<file path="src/hw/vcap_params.svh">
//----------------------------------------------------------
// video capture parameters
// geometry, decimation, bank size and colour coefficients
//----------------------------------------------------------
`ifndef VCAP_PARAMS_SVH
`define VCAP_PARAMS_SVH

// source geometry, small for simulation
`define VC_SRC_WIDTH   12        // pixels per line
`define VC_SRC_LINES   6         // lines per field
`define VC_DECIM       3         // keep 1 of 3 in x and y

// frame bank
`define VC_BANK_WORDS  8         // 4 x 2 kept pixels
`define VC_ADDR_W      3         // word address inside a bank

// colour coefficients, 8 fractional bits
`define VC_COEF_Y      298       // 1.164
`define VC_COEF_CR_R   409       // 1.596
`define VC_COEF_CR_G   208       // 0.813
`define VC_COEF_CB_G   100       // 0.392
`define VC_COEF_CB_B   516       // 2.017

`define VC_Y_OFFSET    16        // luma black level
`define VC_C_OFFSET    128       // chroma zero

`endif
</file>
<file path="src/hw/vcap_pkg.sv">
//----------------------------------------------------------
// video capture types
// structs and enums shared by the capture chain
//----------------------------------------------------------
package vcap_pkg;

`include "vcap_params.svh"

   // one decoder clock
   typedef struct packed {
      logic       vref;              // field active
      logic       href;              // line active
      logic       odd;               // odd field
      logic [7:0] data;              // Cb Y Cr Y byte stream
   } vid_in_t;

   typedef struct packed {
      logic [7:0] y0;
      logic [7:0] y1;
      logic [7:0] cb;
      logic [7:0] cr;
   } ycbcr_pair_t;

   typedef struct packed {
      logic [4:0] r;
      logic [5:0] g;
      logic [4:0] b;
   } rgb565_t;

   // write port into the frame banks
   typedef struct packed {
      logic                  en;
      logic                  bank;   // bank being filled, valid every cycle
      logic [`VC_ADDR_W-1:0] addr;
      rgb565_t               pixel;
   } fb_write_t;

   typedef struct packed {
      logic [`VC_ADDR_W-1:0] addr;
   } rd_req_t;

   typedef struct packed {
      rgb565_t pixel;
   } rd_rsp_t;

   typedef struct packed {
      logic pulse;
      logic bank;                    // bank just finished
   } frame_irq_t;

   typedef enum logic [1:0] {
      RD_IDLE,
      RD_FETCH,
      RD_HOLD
   } rd_state_e;

   typedef enum logic [1:0] {
      PH_CB,
      PH_Y0,
      PH_CR,
      PH_Y1
   } byte_phase_e;

endpackage

</file>
<file path="src/hw/video_capture_top.sv">
//----------------------------------------------------------
// video capture top
// decoder stream to rgb565 banks, host read port
//----------------------------------------------------------
`timescale 1ns/1ps

module video_capture_top
(
   input  logic                  clk_llc,
   input  logic                  resetx,
   input  vcap_pkg::vid_in_t     vid,
   input  vcap_pkg::rd_req_t     req,
   input  logic                  req_valid,
   output logic                  req_ready,
   output vcap_pkg::rd_rsp_t     rsp,
   output logic                  rsp_valid,
   input  logic                  rsp_ready,
   output vcap_pkg::frame_irq_t  irq
);

   vcap_pkg::ycbcr_pair_t  pair;
   logic                   pair_valid;
   vcap_pkg::rgb565_t      pix;
   logic                   pix_valid;
   vcap_pkg::fb_write_t    wr;

   // byte stream -> pixel pairs
   ycbcr_unpack u_unpack
   (
      .clk_llc    (clk_llc),
      .resetx     (resetx),
      .vid        (vid),
      .pair       (pair),
      .pair_valid (pair_valid)
   );

   // pairs -> rgb565 pixels
   ycbcr_to_rgb565 u_csc
   (
      .clk_llc    (clk_llc),
      .resetx     (resetx),
      .pair       (pair),
      .pair_valid (pair_valid),
      .pix        (pix),
      .pix_valid  (pix_valid)
   );

   frame_writer u_writer
   (
      .clk_llc    (clk_llc),
      .resetx     (resetx),
      .vid        (vid),
      .pix        (pix),
      .pix_valid  (pix_valid),
      .wr         (wr),
      .irq        (irq)
   );

   frame_buffer u_fb
   (
      .clk_llc    (clk_llc),
      .resetx     (resetx),
      .wr         (wr),
      .req        (req),
      .req_valid  (req_valid),
      .req_ready  (req_ready),
      .rsp        (rsp),
      .rsp_valid  (rsp_valid),
      .rsp_ready  (rsp_ready)
   );

endmodule

</file>
<file path="src/hw/frame_buffer.sv">
//----------------------------------------------------------
// frame buffer, two pixel banks with a host read port
//----------------------------------------------------------
`timescale 1ns/1ps
`include "vcap_params.svh"

module frame_buffer
(
   input  logic                 clk_llc,
   input  logic                 resetx,
   input  vcap_pkg::fb_write_t  wr,
   input  vcap_pkg::rd_req_t    req,
   input  logic                 req_valid,
   output logic                 req_ready,
   output vcap_pkg::rd_rsp_t    rsp,
   output logic                 rsp_valid,
   input  logic                 rsp_ready
);

   localparam int MEM_AW = `VC_ADDR_W + 1;   // bank bit on top

   vcap_pkg::rgb565_t    mem [2*`VC_BANK_WORDS];
   vcap_pkg::rd_state_e  state;
   logic [MEM_AW-1:0]    rd_addr;
   vcap_pkg::rgb565_t    rd_word;
   logic                 req_fire;

   assign req_ready = (state == vcap_pkg::RD_IDLE);
   assign req_fire  = req_valid & req_ready;

   //----------------------------------------------------------
   // capture side write
   //----------------------------------------------------------
   always_ff @(posedge clk_llc)
   begin
      if (wr.en)
         mem[{wr.bank, wr.addr}] <= wr.pixel;
   end

   //----------------------------------------------------------
   // host read FSM
   // idle -> fetch (ram read) -> hold until taken
   //----------------------------------------------------------
   always_ff @(posedge clk_llc or negedge resetx)
   begin
      if (!resetx)
         state <= vcap_pkg::RD_IDLE;
      else
      begin
         case (state)
            vcap_pkg::RD_IDLE :
            begin
               if (req_valid)
                  state <= vcap_pkg::RD_FETCH;
            end
            vcap_pkg::RD_FETCH :
               state <= vcap_pkg::RD_HOLD;
            vcap_pkg::RD_HOLD :
            begin
               if (rsp_ready)
                  state <= vcap_pkg::RD_IDLE;    // word taken
            end
            default :
               state <= vcap_pkg::RD_IDLE;
         endcase
      end
   end

   always_ff @(posedge clk_llc)
   begin
      if (req_fire)
         rd_addr <= {~wr.bank, req.addr};        // host sees the idle bank
      if (state == vcap_pkg::RD_FETCH)
         rd_word <= mem[rd_addr];                // registered read, held in RD_HOLD
   end

   assign rsp_valid = (state == vcap_pkg::RD_HOLD);
   assign rsp.pixel = rd_word;

endmodule

</file>
<file path="src/hw/frame_writer.sv">
//----------------------------------------------------------
// frame writer
// decimation, bank addressing, bank swap and frame irq
//----------------------------------------------------------
`timescale 1ns/1ps
`include "vcap_params.svh"

module frame_writer
(
   input  logic                  clk_llc,
   input  logic                  resetx,
   input  vcap_pkg::vid_in_t     vid,
   input  vcap_pkg::rgb565_t     pix,
   input  logic                  pix_valid,
   output vcap_pkg::fb_write_t   wr,
   output vcap_pkg::frame_irq_t  irq
);

   // sync delay so line and field ends land behind the last pixel
   // leaving the colour pipeline
   localparam int CTL_LAT = 6;
   localparam int COL_W   = $clog2(`VC_SRC_WIDTH);
   localparam int PH_W    = $clog2(`VC_DECIM);

   logic [CTL_LAT-1:0]    fld_sr;      // odd field active, delayed
   logic [CTL_LAT-1:0]    hrf_sr;      // captured line active, delayed
   logic                  fld_fall;
   logic                  hrf_fall;

   logic [COL_W-1:0]      col;         // source pixel in line
   logic [PH_W-1:0]       col_ph;      // column mod decim
   logic [PH_W-1:0]       line_ph;     // line mod decim
   logic [`VC_ADDR_W-1:0] addr;
   logic                  bank;
   logic                  keep;

   logic                     wr_en_q;
   logic [`VC_ADDR_W-1:0]    wr_addr_q;
   vcap_pkg::rgb565_t        wr_pix_q;

   //----------------------------------------------------------
   // sync edges
   //----------------------------------------------------------
   always_ff @(posedge clk_llc or negedge resetx)
   begin
      if (!resetx)
      begin
         fld_sr <= '0;
         hrf_sr <= '0;
      end
      else
      begin
         fld_sr <= {fld_sr[CTL_LAT-2:0], vid.vref & vid.odd};
         hrf_sr <= {hrf_sr[CTL_LAT-2:0], vid.vref & vid.odd & vid.href};
      end
   end

   assign fld_fall = fld_sr[CTL_LAT-1] & ~fld_sr[CTL_LAT-2];   // end of odd field
   assign hrf_fall = hrf_sr[CTL_LAT-1] & ~hrf_sr[CTL_LAT-2];   // end of line

   // keep column 0, D, 2D .. on line 0, D, 2D ..
   assign keep = pix_valid && (col_ph == '0) && (line_ph == '0);

   //----------------------------------------------------------
   // counters, bank and irq
   //----------------------------------------------------------
   always_ff @(posedge clk_llc or negedge resetx)
   begin
      if (!resetx)
      begin
         col     <= '0;
         col_ph  <= '0;
         line_ph <= '0;
         addr    <= '0;
         bank    <= 1'b0;
         irq     <= '0;
         wr_en_q <= 1'b0;
      end
      else
      begin
         if (hrf_fall)
         begin
            col    <= '0;
            col_ph <= '0;
         end
         else if (pix_valid)
         begin
            if (col == COL_W'(`VC_SRC_WIDTH - 1))
            begin
               col    <= '0;                       // line wrap
               col_ph <= '0;
            end
            else
            begin
               col    <= col + 1'b1;
               col_ph <= (col_ph == PH_W'(`VC_DECIM - 1)) ? '0 : col_ph + 1'b1;
            end
         end

         if (fld_fall)
            line_ph <= '0;
         else if (hrf_fall)
            line_ph <= (line_ph == PH_W'(`VC_DECIM - 1)) ? '0 : line_ph + 1'b1;

         if (fld_fall)
            addr <= '0;                            // next field restarts at 0
         else if (keep)
            addr <= addr + 1'b1;

         if (fld_fall)
         begin
            bank     <= ~bank;                     // swap banks
            irq.bank <= bank;                      // report the filled one
         end
         irq.pulse <= fld_fall;                    // single cycle

         wr_en_q <= keep;
      end
   end

   // write payload
   always_ff @(posedge clk_llc)
   begin
      if (keep)
      begin
         wr_addr_q <= addr;
         wr_pix_q  <= pix;
      end
   end

   assign wr.en    = wr_en_q;
   assign wr.bank  = bank;
   assign wr.addr  = wr_addr_q;
   assign wr.pixel = wr_pix_q;

endmodule

</file>
<file path="src/hw/ycbcr_to_rgb565.sv">
//----------------------------------------------------------
// ycbcr to rgb565, three stage fixed-point pipeline
//----------------------------------------------------------
`timescale 1ns/1ps
`include "vcap_params.svh"

module ycbcr_to_rgb565
(
   input  logic                   clk_llc,
   input  logic                   resetx,
   input  vcap_pkg::ycbcr_pair_t  pair,
   input  logic                   pair_valid,
   output vcap_pkg::rgb565_t      pix,
   output logic                   pix_valid
);

   localparam int ACC_W = 20;        // signed, 8 fractional bits
   localparam int FRAC  = 8;

   localparam logic signed [ACC_W-1:0] K_Y    = `VC_COEF_Y;
   localparam logic signed [ACC_W-1:0] K_CR_R = `VC_COEF_CR_R;
   localparam logic signed [ACC_W-1:0] K_CR_G = `VC_COEF_CR_G;
   localparam logic signed [ACC_W-1:0] K_CB_G = `VC_COEF_CB_G;
   localparam logic signed [ACC_W-1:0] K_CB_B = `VC_COEF_CB_B;
   localparam logic signed [ACC_W-1:0] Y_OFF  = `VC_Y_OFFSET;
   localparam logic signed [ACC_W-1:0] C_OFF  = `VC_C_OFFSET;

   // second pixel of the pair waits here one cycle
   logic [7:0] hold_y;
   logic [7:0] hold_cb;
   logic [7:0] hold_cr;
   logic       hold_v;

   logic [7:0]              s0_y;
   logic [7:0]              s0_cb;
   logic [7:0]              s0_cr;
   logic                    s0_v;
   logic signed [ACC_W-1:0] s0_yd;
   logic signed [ACC_W-1:0] s0_cbd;
   logic signed [ACC_W-1:0] s0_crd;

   logic signed [ACC_W-1:0] s1_luma;
   logic signed [ACC_W-1:0] s1_crr;
   logic signed [ACC_W-1:0] s1_crg;
   logic signed [ACC_W-1:0] s1_cbg;
   logic signed [ACC_W-1:0] s1_cbb;
   logic                    s1_v;

   logic signed [ACC_W-1:0] s2_r;
   logic signed [ACC_W-1:0] s2_g;
   logic signed [ACC_W-1:0] s2_b;
   logic                    s2_v;

   logic [7:0] r8;
   logic [7:0] g8;
   logic [7:0] b8;

   // clamp to 0..255, drop the fraction
   function automatic logic [7:0] sat8(input logic signed [ACC_W-1:0] v);
      if (v[ACC_W-1])
         return 8'h00;                          // negative
      else if (|v[ACC_W-2:FRAC+8])
         return 8'hff;                          // 256 or more
      else
         return v[FRAC+7:FRAC];
   endfunction

   //----------------------------------------------------------
   // issue: y0 with the pair, y1 one cycle later
   //----------------------------------------------------------
   always_ff @(posedge clk_llc)
   begin
      if (pair_valid)
      begin
         hold_y  <= pair.y1;
         hold_cb <= pair.cb;
         hold_cr <= pair.cr;
      end
   end

   always_comb
   begin
      if (pair_valid)
      begin
         s0_y  = pair.y0;
         s0_cb = pair.cb;
         s0_cr = pair.cr;
      end
      else
      begin
         s0_y  = hold_y;
         s0_cb = hold_cb;
         s0_cr = hold_cr;
      end
   end

   assign s0_v   = pair_valid | hold_v;
   assign s0_yd  = $signed({{(ACC_W-8){1'b0}}, s0_y})  - Y_OFF;
   assign s0_cbd = $signed({{(ACC_W-8){1'b0}}, s0_cb}) - C_OFF;
   assign s0_crd = $signed({{(ACC_W-8){1'b0}}, s0_cr}) - C_OFF;

   //----------------------------------------------------------
   // stage 1 products, stage 2 sums, stage 3 saturate
   //----------------------------------------------------------
   always_ff @(posedge clk_llc)
   begin
      s1_luma <= s0_yd  * K_Y;
      s1_crr  <= s0_crd * K_CR_R;
      s1_crg  <= s0_crd * K_CR_G;
      s1_cbg  <= s0_cbd * K_CB_G;
      s1_cbb  <= s0_cbd * K_CB_B;

      s2_r <= s1_luma + s1_crr;
      s2_g <= s1_luma - s1_crg - s1_cbg;
      s2_b <= s1_luma + s1_cbb;

      pix.r <= r8[7:3];                          // top 5 bits
      pix.g <= g8[7:2];                          // top 6 bits
      pix.b <= b8[7:3];
   end

   assign r8 = sat8(s2_r);
   assign g8 = sat8(s2_g);
   assign b8 = sat8(s2_b);

   // valid travels with the data
   always_ff @(posedge clk_llc or negedge resetx)
   begin
      if (!resetx)
      begin
         hold_v    <= 1'b0;
         s1_v      <= 1'b0;
         s2_v      <= 1'b0;
         pix_valid <= 1'b0;
      end
      else
      begin
         hold_v    <= pair_valid;
         s1_v      <= s0_v;
         s2_v      <= s1_v;
         pix_valid <= s2_v;
      end
   end

endmodule

</file>
<file path="src/hw/ycbcr_unpack.sv">
//----------------------------------------------------------
// ycbcr 4:2:2 unpacker, byte stream to pixel pairs
//----------------------------------------------------------
`timescale 1ns/1ps

module ycbcr_unpack
(
   input  logic                   clk_llc,
   input  logic                   resetx,
   input  vcap_pkg::vid_in_t      vid,
   output vcap_pkg::ycbcr_pair_t  pair,
   output logic                   pair_valid
);

   vcap_pkg::byte_phase_e phase;
   vcap_pkg::byte_phase_e phase_nxt;
   logic                  capture;

   assign capture = vid.vref & vid.href & vid.odd;   // odd field, active line only

   // Cb -> Y0 -> Cr -> Y1 -> Cb ...
   always_comb
   begin
      case (phase)
         vcap_pkg::PH_CB : phase_nxt = vcap_pkg::PH_Y0;
         vcap_pkg::PH_Y0 : phase_nxt = vcap_pkg::PH_CR;
         vcap_pkg::PH_CR : phase_nxt = vcap_pkg::PH_Y1;
         default         : phase_nxt = vcap_pkg::PH_CB;
      endcase
   end

   always_ff @(posedge clk_llc or negedge resetx)
   begin
      if (!resetx)
      begin
         phase      <= vcap_pkg::PH_CB;
         pair_valid <= 1'b0;
      end
      else
      begin
         phase      <= capture ? phase_nxt : vcap_pkg::PH_CB;  // restart in blanking
         pair_valid <= capture && (phase == vcap_pkg::PH_Y1);  // pair complete
      end
   end

   // byte latches
   always_ff @(posedge clk_llc)
   begin
      if (capture)
      begin
         case (phase)
            vcap_pkg::PH_CB : pair.cb <= vid.data;
            vcap_pkg::PH_Y0 : pair.y0 <= vid.data;
            vcap_pkg::PH_CR : pair.cr <= vid.data;
            default         : pair.y1 <= vid.data;   // closes the pair
         endcase
      end
   end

endmodule

</file>
<file path="config.mk">
export PLATFORM = sky130hd
export DESIGN_NAME = video_capture_top
export DESIGN_NICKNAME = d
export VERILOG_FILES = /design/src/hw/vcap_pkg.sv /design/src/hw/video_capture_top.sv /design/src/hw/frame_buffer.sv /design/src/hw/frame_writer.sv /design/src/hw/ycbcr_to_rgb565.sv /design/src/hw/ycbcr_unpack.sv
export VERILOG_INCLUDE_DIRS = /design/src /design/src/hw
export SDC_FILE = /design/constraint.sdc
export NUM_CORES = 1
export LEC_CHECK = 0
export ABC_AREA = 0
export BUFFER_PORTS_ARGS = -buffer_cell sky130_fd_sc_hd__clkbuf_2
export CAP_MARGIN = 30
export CORE_UTILIZATION = 50
export CTS_CLUSTER_DIAMETER = 100
export DETAILED_ROUTE_END_ITERATION = 7
export PLACE_DENSITY = 0.66
export SLEW_MARGIN = 20
export SYNTH_ARGS = -nofsm -noshare
export SYNTH_HDL_FRONTEND = slang
export SYNTH_SLANG_ARGS = --single-unit
</file>
<file path="constraint.sdc">
create_clock -name clk_llc -period 7.5 [get_ports clk_llc]
set_input_delay 0.375 -clock clk_llc [delete_from_list [all_inputs] [get_ports clk_llc]]
set_output_delay 0.375 -clock clk_llc [all_outputs]
set_load 0.03 [all_outputs]
</file>
==> impl_metrics.yaml <==
run_status:
  outcome: "finished, final reports clean"
floorplanning:
  rows: 78
  io_pins: 38
  dieArea_um2: 47100
  dieHeight_um: 217
  core_area_um2: 45500
  dieWidth_um: 217
  start_util: 0.508
global_routing:
  gr-total-overflow: 0
  antenna_found_initial: 0
  grt_pass1_vias: 12600
  track_usage: 0.195
  grt_pass1_wl_mm: 70.0
  grt_max_degree: 65
worst_setup_path:
  end_kind: "flop"
  r2r_start: "u_unpack.pair_valid"
  cp.required_ns: 7.98
  r2r_cells: 17
  startpoint_type: "flop"
  critical_path_class: "reg -> reg"
  cp.arrival_ns: 5.98
  reg2reg_to: "u_csc.s1_luma[16]"
  startpoint: "u_unpack.pair_valid"
  worstPathMaxFanout: 13
  r2r_slack_ns: 2.00
sta:
  drv_slew: 0
  fin_crit_ns: 5.50
  rsz0062_at_grt: "false"
  max_slew_margin: 0.338
  tightest_slew_ns: 0.993
  finalHoldViolations: 0
  post-route-period-util: 0.734
  setup_tns_ns: 0
  holdWs_ns: 0.0255
  fmax_mhz: 182
  clock_skew_ns: 0.0223
  setup_violations: 0
pwr:
  ir_drop_mv: 0.215
  p_leak_nw: 10.6
  p_per_area_nw_per_um2: 248
logic_synthesis:
  synth-main-ff-cell: "edfxtp_1"
  synth_edf_count: 335
  syn_avg_cell_area_um2: 14.9
  synth_fp_nets: 1837
  synthArstFlopShare: 0.0710
  synth_area_um2: 23100
  syn_inst: 1554
  synth_cell_types: 65
  synth_seq_cells: 507
  ys_seq_area_frac: 0.592
  synth_warnings: 0
routing:
  antenna_left: 0
  vias: 12200
  routed_wl_mm: 43.6
  drc_errors: 0
  drt_iter0_drc: 826
  wl_per_cell_um: 19.0
  viasPerCell: 5.30
  drt_pre_antenna_iters: 5
cts:
  cts_tree: "done"
  cts.sinks: 507
  clkSlewWorstSetupHoldPaths_ns: 0.06
  cts_setup_buffers: 0
  cts_resized: 0
  htreeDepth: 2
  cts_made_buffers: 52
  root_buffer: "clkbuf_16"
  clock_latency_ns: 0.61
  clockBufferDepth: 3
final_layout:
  n_antenna_cell: 0
  drive_gt1_frac: 0.157
  nets: 1933
  fillers: 3594
  syn_to_final_growth_pct: 13.0
min_path:
  hold_end: "u_unpack.pair[16]"
  hp-class: "in -> reg"
  hp-start: "vid[0]"
  hold_depth: 1
job:
  maxCapViolCount: 0
placement:
  dpl.hpwl_mm: 30.0
  port_buffers: 37
  routabilityCongestion: 0.816
worst max-delay path by stage:
stage,end,depth (start not counted)
6_report,u_csc.s1_luma[16],17
3_5_place_dp,u_csc.s1_luma[16],17
3_3_place_gp,u_csc.s1_luma[16],16
4_1_cts,u_csc.s1_luma[16],16
2_1_floorplan,u_csc.s1_crr[16],18
5_1_grt,u_csc.s1_luma[16],17
worst max-delay path, cell delays in order, from the launching register on:
cell      delay, ns
dfrtp_1        0.68
buf_8          0.22
mux2i_1        0.49
ha_1           0.28
o21a_1         0.42
ha_1           0.36
ha_1           0.31
inv_1          0.07
fa_1           0.43
fa_1           0.54
inv_1          0.04
ha_1           0.31
o21ai_1        0.10
a21boi_0       0.26
o21ai_1        0.11
a21oi_1        0.30
nor4b_1        0.11
or3_1          0.35
flip-flops by register name, indices dropped and copies added (netlist names), 3 cells and up:
name	cells
u_csc.hold_cr	8
u_csc.s2_g	10
u_csc.s1_crg	14
u_csc.s1_crr	17
u_writer.col	4
u_fb.mem	256
u_fb.rd_addr	4
u_writer.addr	3
u_csc.hold_cb	8
u_csc.s1_cbb	11
u_writer.fld_sr	6
u_writer.hrf_sr	6
u_unpack.pair	32
u_fb.rsp	16
u_csc.s2_r	9
u_csc.s1_cbg	15
u_csc.s1_luma	19
u_csc.hold_y	8
u_writer.wr_addr_q	3
u_writer.wr	16
u_csc.s2_b	9
u_csc.pix	16
where the power goes:
part	total (W)	switching [W]	internal [W]
clock network	0.00272	0.00108	0.00164
logic	0.000639	0.000349	0.000290
registers	0.00313	0.0000478	0.00308
total	0.00648	0.00148	0.00501
synth_stat cells, drive strengths merged, types with 34 or more instances:
cell / n / area (µm²)
ha: 212 / 2650
dfxtp: 136 / 2720
inv: 166 / 623
a21oi: 47 / 243
xnor2: 60 / 526
nand2: 41 / 154
o21ai: 34 / 170
dfrtp: 36 / 901
edfxtp: 335 / 10100
nor2: 98 / 368
mux4: 80 / 1800
fa: 53 / 1060
cell usage in the layout, fill, tap and decap left out, drive strengths merged, types with 19 or more instances in the layout:
| cell type | count |
|---|---|
| clkbuf | 101 |
| nor2 | 98 |
| dfxtp | 136 |
| fa | 53 |
| ha | 212 |
| nor3 | 23 |
| o21ai | 34 |
| a21o | 19 |
| mux4 | 80 |
| nand2 | 41 |
| a21oi | 47 |
| inv | 168 |
| xnor2 | 60 |
| clkinv | 23 |
| edfxtp | 335 |
| buf | 28 |
| dfrtp | 36 |
routing by layer:
metal,part of all wire,GRT usage,wire length (µm)
met1,0.42,0.244,18300
met2,0.52,0.349,22600
met3,0.039,0.0278,1700
met4,0.023,0.0568,982
met5,0,0,0
area by class of cell:
cell class              instances  area, µm²  area share
clock inverters                33        445      0.0171
multi-input cells             850       8710       0.334
well taps                     600        751      0.0288
clock buffers                  64       1390      0.0533
inverters                     167        627      0.0240
flip-flops and latches        507      13700       0.524
repair buffers                 72        500      0.0192
metrics by stage:
stage	total power (W)	area, µm²	instances	util	setup slack, ns
2_1_floorplan	0.00365	23100	1554	-	2.05
3_3_place_gp	0.00382	24100	2185	0.531	1.95
3_5_place_dp	0.00383	24200	2187	0.532	1.82
4_1_cts	0.00656	26100	2291	0.573	1.79
5_1_grt	0.00672	26100	2293	0.574	1.51
6_report	0.00648	26100	2293	0.574	2.00
timing repair:
item,CTS,global route
hold buffers,7,0
setup endpoints to repair,0,0
hold endpoints to repair,20,0
cell families (layout without fill, tap and decap cells):
group                    after synthesis  count (layout)  share of synthesized area
AND/OR/NAND/NOR                      242             242                     0.0492
AO/OA/AOI/OAI                        160             160                     0.0460
XOR/XNOR                              76              76                     0.0288
buffers and inverters                197             336                     0.0325
multiplexers                         107             107                     0.0905
adder cells (fa/ha/maj)              265             265                      0.161
flip-flops                           507             507                      0.592
Power figures use the tool's default switching activity.
